===== src/stepper_pkg.sv =====
package stepper_pkg;

  // Opcodes live in bits 31..24 of a command word
  localparam logic [7:0] op_move      = 8'd1;
  localparam logic [7:0] op_rate      = 8'd3;
  localparam logic [7:0] op_microstep = 8'd4;

  localparam int word_w    = 32;
  localparam int count_w   = 23;  // Move length in steps
  localparam int divisor_w = 24;
  localparam int ustep_w   = 2;   // Microstep exponent
  localparam int pos_w     = 5;   // One electrical cycle
  localparam int pwm_w     = 8;

  localparam logic [ustep_w-1:0]   ustep_max     = 2'd3;  // 8 microsteps per step
  localparam logic [divisor_w-1:0] divisor_reset = 24'd50000;

  // Quarter sine in eighths, both ends included
  localparam int sine_n = 9;
  localparam logic [pwm_w-1:0] sine_lut [sine_n] = '{
    8'd0, 8'd50, 8'd98, 8'd142, 8'd180, 8'd212, 8'd236, 8'd250, 8'd255
  };

  // One command word, read as a move or as a setting
  typedef union packed {
    struct packed {
      logic [7:0]         opcode;
      logic               dir;
      logic [count_w-1:0] count;
    } mv;
    struct packed {
      logic [7:0]           opcode;
      logic [divisor_w-1:0] value;  // Divisor, or exponent in low bits
    } set;
  } cmd_word_u;

endpackage

===== src/motion_cfg_if.sv =====
interface motion_cfg_if import stepper_pkg::*; ();

  logic [divisor_w-1:0] divisor;
  logic [ustep_w-1:0]   ustep_exp;
  logic                 move_dir;
  logic [count_w-1:0]   move_count;
  logic                 move_start;  // One cycle pulse

  // Decoder side
  modport cfg_src (
    output divisor, ustep_exp, move_dir, move_count, move_start
  );

  // Step engine side
  modport cfg_dst (
    input divisor, ustep_exp, move_dir, move_count, move_start
  );

endinterface


===== src/stepper_top.sv =====
module stepper_top import stepper_pkg::*; (
  input  logic CLK,
  input  logic rst,
  input  logic sck,
  input  logic ssel,  // Active low
  input  logic mosi,
  output logic miso,
  output logic phase_a1,
  output logic phase_a2,
  output logic phase_b1,
  output logic phase_b2,
  output logic pwm_a,
  output logic pwm_b,
  output logic step,
  output logic dir,
  output logic busy,
  output logic led
);

  logic [7:0]        byte_data;
  logic              byte_strobe;
  logic              frame_start;
  logic [7:0]        reply_byte;
  logic [word_w-1:0] word_data;
  logic              word_strobe;

  motion_cfg_if cfg_bus ();

  spi_slave u_spi (
    .CLK, .rst, .sck, .ssel, .mosi, .miso,
    .reply_byte, .byte_data, .byte_strobe, .frame_start
  );

  spi_word_assembler u_words (
    .CLK, .rst, .byte_data, .byte_strobe, .frame_start,
    .word_data, .word_strobe, .reply_byte
  );

  command_decoder u_decode (
    .CLK, .rst, .word_data, .word_strobe, .busy, .led,
    .cfg (cfg_bus.cfg_src)
  );

  step_rate_gen u_rate (
    .CLK, .rst, .cfg (cfg_bus.cfg_dst), .step, .dir, .busy
  );

  phase_driver u_phase (
    .CLK, .rst, .step, .dir,
    .ustep_exp (cfg_bus.ustep_exp),
    .phase_a1, .phase_a2, .phase_b1, .phase_b2, .pwm_a, .pwm_b
  );

endmodule


===== src/phase_driver.sv =====
module phase_driver import stepper_pkg::*; (
  input  logic               CLK,
  input  logic               rst,
  input  logic               step,
  input  logic               dir,
  input  logic [ustep_w-1:0] ustep_exp,
  output logic               phase_a1,
  output logic               phase_a2,
  output logic               phase_b1,
  output logic               phase_b2,
  output logic               pwm_a,
  output logic               pwm_b
);

  logic [pos_w-1:0] pos;
  logic [pos_w-1:0] step_size;
  logic [1:0]       quad;
  logic [2:0]       k;
  logic [3:0]       k_rev;
  logic [pwm_w-1:0] mag_a;
  logic [pwm_w-1:0] mag_b;
  logic [pwm_w-1:0] mag_a_q;
  logic [pwm_w-1:0] mag_b_q;
  logic             a_pos;
  logic             b_pos;
  logic [pwm_w-1:0] pwm_cnt;

  // Full step is 8 positions, finest microstep is 1
  assign step_size = pos_w'(1) << (ustep_max - ustep_exp);

  assign quad  = pos[4:3];
  assign k     = pos[2:0];
  assign k_rev = 4'd8 - {1'b0, k};

  // A follows cosine, B follows sine
  assign mag_b = quad[0] ? sine_lut[k_rev] : sine_lut[k];
  assign mag_a = quad[0] ? sine_lut[k] : sine_lut[k_rev];
  assign a_pos = ~(quad[1] ^ quad[0]);  // Quadrants 0 and 3
  assign b_pos = ~quad[1];               // Quadrants 0 and 1

  always_ff @(posedge CLK) begin
    if (rst) begin
      pos <= '0;
    end else if (step) begin
      if (dir)
        pos <= pos + step_size;  // Wraps at 32
      else
        pos <= pos - step_size;
    end
  end

  always_ff @(posedge CLK) begin
    mag_a_q <= mag_a;
    mag_b_q <= mag_b;
  end

  always_ff @(posedge CLK) begin
    if (rst) begin
      phase_a1 <= 1'b1;
      phase_a2 <= 1'b0;
      phase_b1 <= 1'b1;
      phase_b2 <= 1'b0;
      pwm_cnt  <= '0;
      pwm_a    <= 1'b0;
      pwm_b    <= 1'b0;
    end else begin
      phase_a1 <= a_pos;
      phase_a2 <= ~a_pos;
      phase_b1 <= b_pos;
      phase_b2 <= ~b_pos;
      pwm_cnt  <= pwm_cnt + 1'b1;  // Free running
      pwm_a    <= (pwm_cnt < mag_a_q);
      pwm_b    <= (pwm_cnt < mag_b_q);
    end
  end

endmodule


===== src/step_rate_gen.sv =====
module step_rate_gen import stepper_pkg::*; (
  input  logic          CLK,
  input  logic          rst,
  motion_cfg_if.cfg_dst cfg,
  output logic          step,
  output logic          dir,
  output logic          busy
);

  logic [divisor_w-1:0] acc;
  logic [count_w-1:0]   remaining;
  logic [count_w-1:0]   left;
  logic                 active;
  logic                 tick;

  // A new move counts from the start pulse itself
  assign left   = cfg.move_start ? cfg.move_count : remaining;
  assign active = cfg.move_start | (busy & (remaining != '0));
  assign tick   = active & (acc >= cfg.divisor);  // Live divisor

  always_ff @(posedge CLK) begin
    if (rst) begin
      step      <= 1'b0;
      dir       <= 1'b0;
      busy      <= 1'b0;
      acc       <= '0;
      remaining <= '0;
    end else begin
      step <= 1'b0;
      if (cfg.move_start) begin
        dir  <= cfg.move_dir;
        busy <= 1'b1;
      end

      if (active) begin
        remaining <= left;
        if (tick) begin
          step      <= 1'b1;
          acc       <= '0;
          remaining <= left - 1'b1;
        end else begin
          acc <= acc + 1'b1;
        end
      end else if (busy) begin
        busy <= 1'b0;  // Last pulse just went out
      end
    end
  end

endmodule


===== src/command_decoder.sv =====
module command_decoder import stepper_pkg::*; (
  input  logic              CLK,
  input  logic              rst,
  input  logic [word_w-1:0] word_data,
  input  logic              word_strobe,
  input  logic              busy,
  output logic              led,
  motion_cfg_if.cfg_src     cfg
);

  cmd_word_u          cmd;
  logic [ustep_w-1:0] ustep_clamped;

  assign cmd = word_data;

  // Only powers of two are possible, large exponents saturate
  assign ustep_clamped = (cmd.set.value > divisor_w'(ustep_max)) ?
                         ustep_max : cmd.set.value[ustep_w-1:0];

  always_ff @(posedge CLK) begin
    if (rst) begin
      led            <= 1'b0;
      cfg.divisor    <= divisor_reset;
      cfg.ustep_exp  <= '0;  // Full steps
      cfg.move_dir   <= 1'b0;
      cfg.move_count <= '0;
      cfg.move_start <= 1'b0;
    end else begin
      cfg.move_start <= 1'b0;
      if (word_strobe) begin
        led <= ~led;  // Every word, known opcode or not
        case (cmd.set.opcode)
          op_move: begin
            cfg.move_dir   <= cmd.mv.dir;
            cfg.move_count <= cmd.mv.count;
            // Dropped while a move is running
            if (!busy && cmd.mv.count != '0)
              cfg.move_start <= 1'b1;
          end
          op_rate: begin
            cfg.divisor <= cmd.set.value;
          end
          op_microstep: begin
            cfg.ustep_exp <= ustep_clamped;
          end
          default: ;
        endcase
      end
    end
  end

endmodule


===== src/spi_word_assembler.sv =====
module spi_word_assembler import stepper_pkg::*; (
  input  logic              CLK,
  input  logic              rst,
  input  logic [7:0]        byte_data,
  input  logic              byte_strobe,
  input  logic              frame_start,
  output logic [word_w-1:0] word_data,
  output logic              word_strobe,
  output logic [7:0]        reply_byte
);

  logic [1:0]        byte_idx;
  logic [1:0]        reply_idx;
  logic [word_w-1:0] partial;

  // Little endian, first byte lands in bits 7..0
  always_ff @(posedge CLK) begin
    if (byte_strobe)
      partial[8*byte_idx +: 8] <= byte_data;
  end

  always_ff @(posedge CLK) begin
    if (rst) begin
      byte_idx    <= '0;
      word_strobe <= 1'b0;
      word_data   <= '0;  // Reply in the first frame
    end else begin
      word_strobe <= 1'b0;
      if (frame_start) begin
        byte_idx <= '0;
      end else if (byte_strobe) begin
        byte_idx <= byte_idx + 2'd1;
        if (byte_idx == 2'd3) begin
          word_data   <= {byte_data, partial[23:0]};
          word_strobe <= 1'b1;
        end
      end
    end
  end

  // Echo of the last complete word, low byte first
  always_ff @(posedge CLK) begin
    if (rst)
      reply_idx <= '0;
    else if (frame_start)
      reply_idx <= '0;
    else if (byte_strobe)
      reply_idx <= reply_idx + 2'd1;
  end

  assign reply_byte = word_data[8*reply_idx +: 8];

endmodule


===== src/spi_slave.sv =====
module spi_slave (
  input  logic       CLK,
  input  logic       rst,
  input  logic       sck,
  input  logic       ssel,
  input  logic       mosi,
  input  logic [7:0] reply_byte,
  output logic       miso,
  output logic [7:0] byte_data,
  output logic       byte_strobe,
  output logic       frame_start
);

  logic [2:0] sck_q;   // Two sync stages plus one for edge detect
  logic [2:0] ssel_q;
  logic [1:0] mosi_q;
  logic       sck_rise;
  logic       sck_fall;
  logic       ssel_fall;
  logic [2:0] bit_cnt;
  logic [6:0] rx_shift;
  logic [6:0] tx_shift;

  assign sck_rise  = sck_q[1] & ~sck_q[2];
  assign sck_fall  = ~sck_q[1] & sck_q[2];
  assign ssel_fall = ~ssel_q[1] & ssel_q[2];

  always_ff @(posedge CLK) begin
    if (rst) begin
      sck_q  <= '0;
      ssel_q <= '1;  // Deselected
      mosi_q <= '0;
    end else begin
      sck_q  <= {sck_q[1:0], sck};
      ssel_q <= {ssel_q[1:0], ssel};
      mosi_q <= {mosi_q[0], mosi};
    end
  end

  // Receive side, MSB first on rising SCK
  always_ff @(posedge CLK) begin
    if (rst) begin
      bit_cnt     <= '0;
      byte_strobe <= 1'b0;
      frame_start <= 1'b0;
    end else begin
      byte_strobe <= 1'b0;
      frame_start <= ssel_fall;
      if (ssel_q[1]) begin
        bit_cnt <= '0;  // Idle between frames
      end else if (sck_rise) begin
        bit_cnt     <= bit_cnt + 3'd1;
        byte_strobe <= (bit_cnt == 3'd7);
      end
    end
  end

  always_ff @(posedge CLK) begin
    if (!ssel_q[1] && sck_rise) begin
      rx_shift <= {rx_shift[5:0], mosi_q[1]};
      if (bit_cnt == 3'd7)
        byte_data <= {rx_shift, mosi_q[1]};
    end
  end

  // Transmit side, next bit on falling SCK
  always_ff @(posedge CLK) begin
    if (rst) begin
      miso     <= 1'b0;
      tx_shift <= '0;
    end else if (frame_start) begin
      miso     <= reply_byte[7];  // First reply bit ahead of the first clock
      tx_shift <= reply_byte[6:0];
    end else if (!ssel_q[1] && sck_fall) begin
      if (bit_cnt == 3'd0) begin  // Byte boundary, fetch the next reply byte
        miso     <= reply_byte[7];
        tx_shift <= reply_byte[6:0];
      end else begin
        miso     <= tx_shift[6];
        tx_shift <= {tx_shift[5:0], 1'b0};
      end
    end
  end

endmodule


===== config.mk =====
export PLATFORM = sky130hd
export DESIGN_NAME = stepper_top
export DESIGN_NICKNAME = d
export VERILOG_FILES = /design/src/stepper_pkg.sv /design/src/motion_cfg_if.sv /design/src/stepper_top.sv /design/src/phase_driver.sv /design/src/step_rate_gen.sv /design/src/command_decoder.sv /design/src/spi_word_assembler.sv /design/src/spi_slave.sv
export SDC_FILE = /design/constraint.sdc
export NUM_CORES = 1
export LEC_CHECK = 0
export BUFFER_PORTS_ARGS = -buffer_cell sky130_fd_sc_hd__buf_4
export CAP_MARGIN = 10
export CORE_MARGIN = 3
export CORE_UTILIZATION = 30
export CTS_CLUSTER_DIAMETER = 120
export DETAILED_ROUTE_END_ITERATION = 7
export PLACE_DENSITY_LB_ADDON = 0.05
export SYNTH_ARGS = -nofsm -noshare
export SYNTH_HDL_FRONTEND = slang
export SYNTH_HIERARCHICAL = 1
export SYNTH_SLANG_ARGS = --single-unit
export TNS_END_PERCENT = 5

===== constraint.sdc =====
create_clock -name CLK -period 4.3 [get_ports CLK]
set_clock_uncertainty 0.1 [all_clocks]
set_input_delay 0.86 -clock CLK [delete_from_list [all_inputs] [get_ports CLK]]
set_output_delay 0.86 -clock CLK [all_outputs]
set_load 0.03 [all_outputs]

==> flow_summary.yaml, run 1 <==
setup_path:
  cpMaxStageDelayCell: "sky130_fd_sc_hd__or3_1"
  crit_arrival_ns: 3.42
  path_class: "flop to flop"
  worst_path_largest_cell_delay_ns: 0.66
  timing.critical_path.to_type: "flop"
  data_required_time_at_the_worst_endpoint_ns: 4.61
  crit_path_start_kind: "flop"
  startpoint_of_the_worst_slack_reg_to_reg_timing_path: "u_decode/cfg.move_start$_SDFF_PP0_"
  worst_setup_path_startpoint: "u_decode/cfg.move_start$_SDFF_PP0_"
  largest_fanout_on_the_critical_path: 34
  critical_path.cell_chain: "buf_4 -> or2b_1 -> o32a_1 -> or3_1 -> nand2b_1 -> nor4_2 -> xnor2_1 -> o22ai_1"
global_routing:
  global_route_wire_length_before_repair_um: 47670
  grt.total_usage: 0.1456
  antenna_found_initial: 0
  largest_net_degree_at_the_start_of_global_routing: 166
  grt_pass1_vias: 8094
  overflow: 0
layout:
  most-common-layout-cells: "sky130_fd_sc_hd__dfxtp_1 (195), sky130_fd_sc_hd__nor2_1 (132), sky130_fd_sc_hd__mux2i_1 (99), sky130_fd_sc_hd__inv_1 (67), sky130_fd_sc_hd__ha_1 (63)"
  antenna_cells_inserted: 0
  layout.cells.most_common: "sky130_fd_sc_hd__dfxtp_1"
  area_growth_from_synthesis_to_layout_pct: 12.91
  drive_above_1_share: 0.1024
  instances_no_fill: 1712
  nets: 1250
  multi_input_comb_area_um2: 6072
  sequential_cell_area_um2: 5075
  fill_cells: 3889
  postLayoutCoreUtil: 0.3483
pwr:
  switching_power_mw: 1.022
  seq_power_share: 0.453
  clockPowerShare: 0.531
  internal-power_mw: 3.915
  power.share.switching: 0.2070
  irDropWorstVdd_mv: 0.2960
  cellLeakagePower_nw: 5.134
  report.power.total_mw: 4.936
  combPwrFrac: 0.016
  power_per_cell_area_nw_per_um2: 371.9
floorplan:
  std_cell_rows: 71
  initial_core_util: 0.3085
  chipWidth_um: 204.0
  design.core.area_um2: 38110
  design.die.area_um2: 41600
  floorplan.io_pins: 16
  die_y_um: 204.0
clock_network:
  cts_sinks: 234
  cts_setup_buffers: 0
  cts_htree_levels: 1
  postCtsResizedCells: 0
  holdBufCountCts: 0
  worst_setup_hold_path_clk_slew_ns: 0.06
  max-clock-path-buffers: 3
  ctsRootBufferMaster: "sky130_fd_sc_hd__clkbuf_16"
  worst_skew_pair.late_latency_ns: 0.56
  cts_inserted_buffers: 30
  tritoncts_clock_tree: "yes"
detailed_routing:
  drt_iter0_markers: 379
  dr.pass1.iters: 4
  wl_um: 29900
  detailroute.via_count: 8121
  wire_per_inst_um: 17.46
  final_antenna_net_count: 0
  vias_per_instance: 4.744
  drt_drc_violations_left: 0
yosys:
  netlist.area_leader.share: 0.3321
  netlist_area_um2: 11760
  async_reset_ff_frac: 0
  synth_seq_area_share: 0.4317
  synth_top_cells_by_area: "sky130_fd_sc_hd__dfxtp_1 (33%), sky130_fd_sc_hd__edfxtp_1 (10%), sky130_fd_sc_hd__mux2i_1 (8.4%), sky130_fd_sc_hd__ha_1 (6.7%), sky130_fd_sc_hd__nor2_1 (4.2%)"
  synth_fp_nets: 1250
  synthesis.area_per_instance_um2: 9.955
  ys.flop_type: "sky130_fd_sc_hd__dfxtp_1"
  synth_edf_count: 39
  synth.lib_cells_used.distinct: 77
  synth_warnings: 6
  synth_instances: 1181
  ys_ff_latch: 234
  yosysTopAreaCell: "sky130_fd_sc_hd__dfxtp_1"
placed_design:
  hpwl_um: 20190
  gp_congestion: 0.7474
  dp_cells: 1660
  placement.io_buffers: 15
min_path:
  timing.hold.worst.class: "flop to flop"
  min-delay-start: "u_spi/ssel_q[0]$_SDFF_PP1_"
timing:
  final_min_period_over_clock_period: 0.7235
  max_slew.worst_pin.slew_ns: 1.053
  drv_slew: 0
  timing.final.crit_period_ns: 3.111
  worst_slew_margin_rel: 0.2977
  totalNegativeSetupSlack_ns: 0
  highest_clock_rate_mhz: 321.4
  setup-violations-final: 0
  grt_setup_unrepaired: "false"
  hold_violations: 0
outcome:
  result_of_the_run: "completed"
job:
  drv.max_cap_violation_count: 0
[synthesized netlist by cell type (all sizes together) (3+ instances only)]
library cell,n
nand2,45
dfxtp,195
mux2,3
or2,5
and2,28
nand4,14
nand3,21
edfxtp,39
mux4,8
or2b,39
or3,5
mux2i,99
a211o,11
nor2,133
xor2,18
o21ai,19
o21a,3
or4,5
o211a,3
nor3b,4
nor2b,15
a21o,7
nand2b,35
buf,31
xnor2,56
a211oi,15
nor4,21
clkbuf,25
and3,4
ha,63
inv,69
nand3b,3
o22ai,18
a21oi,43
a221oi,4
o211ai,3
nor3,44
nor4b,3
[metal layers]
layer	vias to the layer above	global-route usage	share of wire
met3	49	0.02150	0.033
met2	94	0.2334	0.44
met1	3866	0.2023	0.50
li1	4112	-	-
met4	0	0.04669	0.028
met5	-	0	0
[registers in the layout (all words and copies together) (netlist names), 23 cells and up]
register and flops:
u_rate/remaining 23, u_decode/cfg.divisor 24, u_words/word_data 32, u_decode/cfg.move_count 23, u_rate/acc 24, u_words/partial 24
[cells by family after synthesis]
kind of cell | after synthesis | share of synthesized area
muxes | 110 | 0.1025
xor gates and xnor gates | 74 | 0.05673
and+or+nand+nor | 432 | 0.2020
AOI/OAI and AO/OA | 142 | 0.08642
buffers and inverters | 125 | 0.05194
DFF | 234 | 0.4317
adders and majority gates | 64 | 0.06875
[worst max-delay path: cells and delay by family (launching register included)]
kind	cells	cell delay, ns
AO/OA/AOI/OAI	2	0.27
XOR/XNOR	1	0.16
buffers and inverters	1	0.40
flip-flops	1	0.49
AND/OR/NAND/NOR	4	1.51
[power by group through the flow]
stage	Clock [mW]	Combinational [mW]	Sequential, mW
2_1_floorplan	0	0.0534	2.29
3_3_place_gp	0	0.0800	2.29
3_5_place_dp	0	0.0800	2.29
4_1_cts	2.72	0.0802	2.24
5_1_grt	2.82	0.0877	2.24
6_report	2.62	0.0779	2.24
[per-stage QoR]
| stage | hold WS (ns) | cell area [um^2] | setup slack (ns) |
|---|---|---|---|
| 6_report | 0.3079 | 13270 | 1.189 |
| 5_1_grt | 0.3213 | 13270 | 0.9304 |
| 4_1_cts | 0.3125 | 13270 | 1.190 |
| 3_5_place_dp | 0.2985 | 12240 | 1.217 |
| 3_3_place_gp | 0.3002 | 12240 | 1.250 |
| 2_1_floorplan | 0.2895 | 11760 | 1.320 |
[final timing paths]
check | end | slack [ns] | depth (start not counted)
worst max register to register | u_rate/remaining[16]$_SDFFE_PP0P_ | 1.19 | 8
worst max-delay path | u_rate/remaining[16]$_SDFFE_PP0P_ | 1.19 | 8
worst min-delay path | u_spi/ssel_q[1]$_SDFF_PP1_ | 0.31 | 1
worst min register to register | u_spi/ssel_q[1]$_SDFF_PP1_ | 0.31 | 1
[area by class of cell]
type,instances,share of cell area
clock buffers,43,0.06711
clock inverters,9,0.01093
inverters,69,0.01951
multi-input cells,822,0.4574
flip-flops and latches,234,0.3823
well taps,511,0.04817
repair buffers,24,0.01452
Note: power is estimated with default switching activity, not from simulation.
==> inputs of run 2 (changes only) <==
Clock period 4.3 ns to 3.18 ns, I/O delays scaled along.
==> run 2 against run 1 <==
Net effect: count of clock-buffer cells in the layout increased by 5; combinational power up 39%; maximum frequency up 8.3%; cell area grew 0.70%; die area stayed put; via count grew 1.4%; global-route usage rose by 0.27 points; hold slack got worse by 0.16 ns; first-iteration DRC count grew 19%; critical endpoint is now u_rate/remaining[22]$_SDFFE_PP0P_; highest routed layer unchanged.
==> flow_summary.yaml, run 2 (synthesized netlist as in run 1, its figures left out) <==
clock_network:
  cts_inserted_buffers: 30
  postCtsResizedCells: 0
  holdBufCountCts: 0
  cts_sinks: 234
  tritoncts_clock_tree: "yes"
  ctsRootBufferMaster: "sky130_fd_sc_hd__clkbuf_16"
  max-clock-path-buffers: 3
  worst_skew_pair.late_latency_ns: 0.57
  cts_setup_buffers: 0
  cts_htree_levels: 1
  worst_setup_hold_path_clk_slew_ns: 0.06
setup_path:
  path_class: "flop to flop"
  timing.critical_path.to_type: "flop"
  crit_arrival_ns: 3.18
  crit_path_start_kind: "flop"
  data_required_time_at_the_worst_endpoint_ns: 3.49
  largest_fanout_on_the_critical_path: 28
placed_design:
  placement.io_buffers: 15
  gp_congestion: 0.7897
  place_ws_ns: 0.3506
  hpwl_um: 20900
detailed_routing:
  dr.pass1.iters: 4
  drt_iter0_markers: 450
  vias_per_instance: 4.764
  final_antenna_net_count: 0
  drt_drc_violations_left: 0
  wl_um: 30360
  wire_per_inst_um: 17.56
  detailroute.via_count: 8237
global_routing:
  largest_net_degree_at_the_start_of_global_routing: 95
  global_route_wire_length_before_repair_um: 48610
  grt.total_usage: 0.1483
  antenna_found_initial: 0
  grt_pass1_vias: 8194
  overflow: 0
pwr:
  seq_power_share: 0.463
  internal-power_mw: 5.124
  cellLeakagePower_nw: 5.203
  switching_power_mw: 1.414
  power_per_cell_area_nw_per_um2: 489.1
  clockPowerShare: 0.521
  combPwrFrac: 0.016
  irDropWorstVdd_mv: 0.3319
  power.share.switching: 0.2163
timing:
  highest_clock_rate_mhz: 348.2
  timing.final.crit_period_ns: 2.872
  final_min_period_over_clock_period: 0.9031
  grt_setup_unrepaired: "false"
  hold_violations: 0
  totalNegativeSetupSlack_ns: 0
  worst_slew_margin_rel: 0.3713
  max_slew.worst_pin.slew_ns: 0.9430
  finalWorstSetupSlack_ns: 0.3083
  setup-violations-final: 0
  hold-worst-slack_ns: 0.1462
  drv_slew: 0
layout:
  antenna_cells_inserted: 0
  most-common-layout-cells: "sky130_fd_sc_hd__dfxtp_1 (195), sky130_fd_sc_hd__nor2_1 (132), sky130_fd_sc_hd__mux2i_1 (99), sky130_fd_sc_hd__inv_1 (67), sky130_fd_sc_hd__ha_1 (63)"
  layout.cells.most_common: "sky130_fd_sc_hd__dfxtp_1"
  max_flop_register: "u_words/word_data"
  largest_register_ffs: 32
  area_growth_from_synthesis_to_layout_pct: 13.70
  drive_above_1_share: 0.1141
  nets: 1263
floorplan:
  chipWidth_um: 204.0
  design.die.area_um2: 41600
  initial_core_util: 0.3085
  floorplan.io_pins: 16
  design.core.area_um2: 38110
  die_y_um: 204.0
  std_cell_rows: 71
job:
  drv.max_cap_violation_count: 0
outcome:
  result_of_the_run: "completed"
min_path:
  timing.hold.worst.class: "primary input to flop"
[run 2: worst max-delay path, stage by stage, from the launching register on]
cell and delay (ns):
sky130_fd_sc_hd__dfxtp_1 0.32, sky130_fd_sc_hd__inv_1 0.05, sky130_fd_sc_hd__ha_1 0.30, sky130_fd_sc_hd__nand4_1 0.16
sky130_fd_sc_hd__nor4_2 0.37, sky130_fd_sc_hd__o211ai_1 0.17, sky130_fd_sc_hd__o211a_1 0.40, sky130_fd_sc_hd__buf_12 0.24
sky130_fd_sc_hd__nor4_1 0.33, sky130_fd_sc_hd__xnor2_1 0.17, sky130_fd_sc_hd__o22ai_1 0.10
[run 2: metal layers]
metal | global-route usage | up-vias | wire length [um]
met2 | 0.2484 | 93 | 14130
li1 | - | 4143 | -
met3 | 0.02150 | 50 | 812
met5 | 0 | - | 0
met4 | 0.04030 | 0 | 818
met1 | 0.2005 | 3951 | 14590
[run 2: final cells by class]
| class | count | area (um^2) |
|---|---|---|
| inverter | 69 | 259.0 |
| tap | 511 | 639.4 |
| clock buffer | 48 | 929.6 |
| fill | 3885 | 24740 |
| clock inverter | 8 | 76.32 |
| timing repair buffer | 37 | 315.3 |
| sequential | 234 | 5075 |
| multi-input combinational | 822 | 6072 |
[run 2: metrics by stage]
step,instance area (um^2),power [mW],cells,utilization
finish,13370,6.538,1729,0.3507
global route,13370,6.787,1729,0.3507
CTS,13370,6.671,1729,0.3507
detailed placement,12360,3.199,1673,0.3243
global placement,12360,3.199,1673,0.3243
floorplan,11760,3.163,1181,-
[run 2: power by group through the flow]
stage          registers (mW)  logic [mW]  clock network (mW)
2_1_floorplan            3.09      0.0722                   0
3_3_place_gp             3.09       0.110                   0
3_5_place_dp             3.09       0.109                   0
4_1_cts                  3.03       0.110                3.54
5_1_grt                  3.03       0.120                3.64
6_report                 3.03       0.108                3.40
[run 2: path summary, 6_finish.rpt]
check / to / slack (ns) / start / depth (start not counted)
worst min-delay path: u_spi/ssel_q[0]$_SDFF_PP1_ / 0.15 / ssel / 2
worst min register to register: u_spi/ssel_q[1]$_SDFF_PP1_ / 0.31 / u_spi/ssel_q[0]$_SDFF_PP1_ / 1
worst max register to register: u_rate/remaining[22]$_SDFFE_PP0P_ / 0.31 / u_decode/cfg.divisor[23]$_SDFFE_PP0P_ / 10
worst max-delay path: u_rate/remaining[22]$_SDFFE_PP0P_ / 0.31 / u_decode/cfg.divisor[23]$_SDFFE_PP0P_ / 10
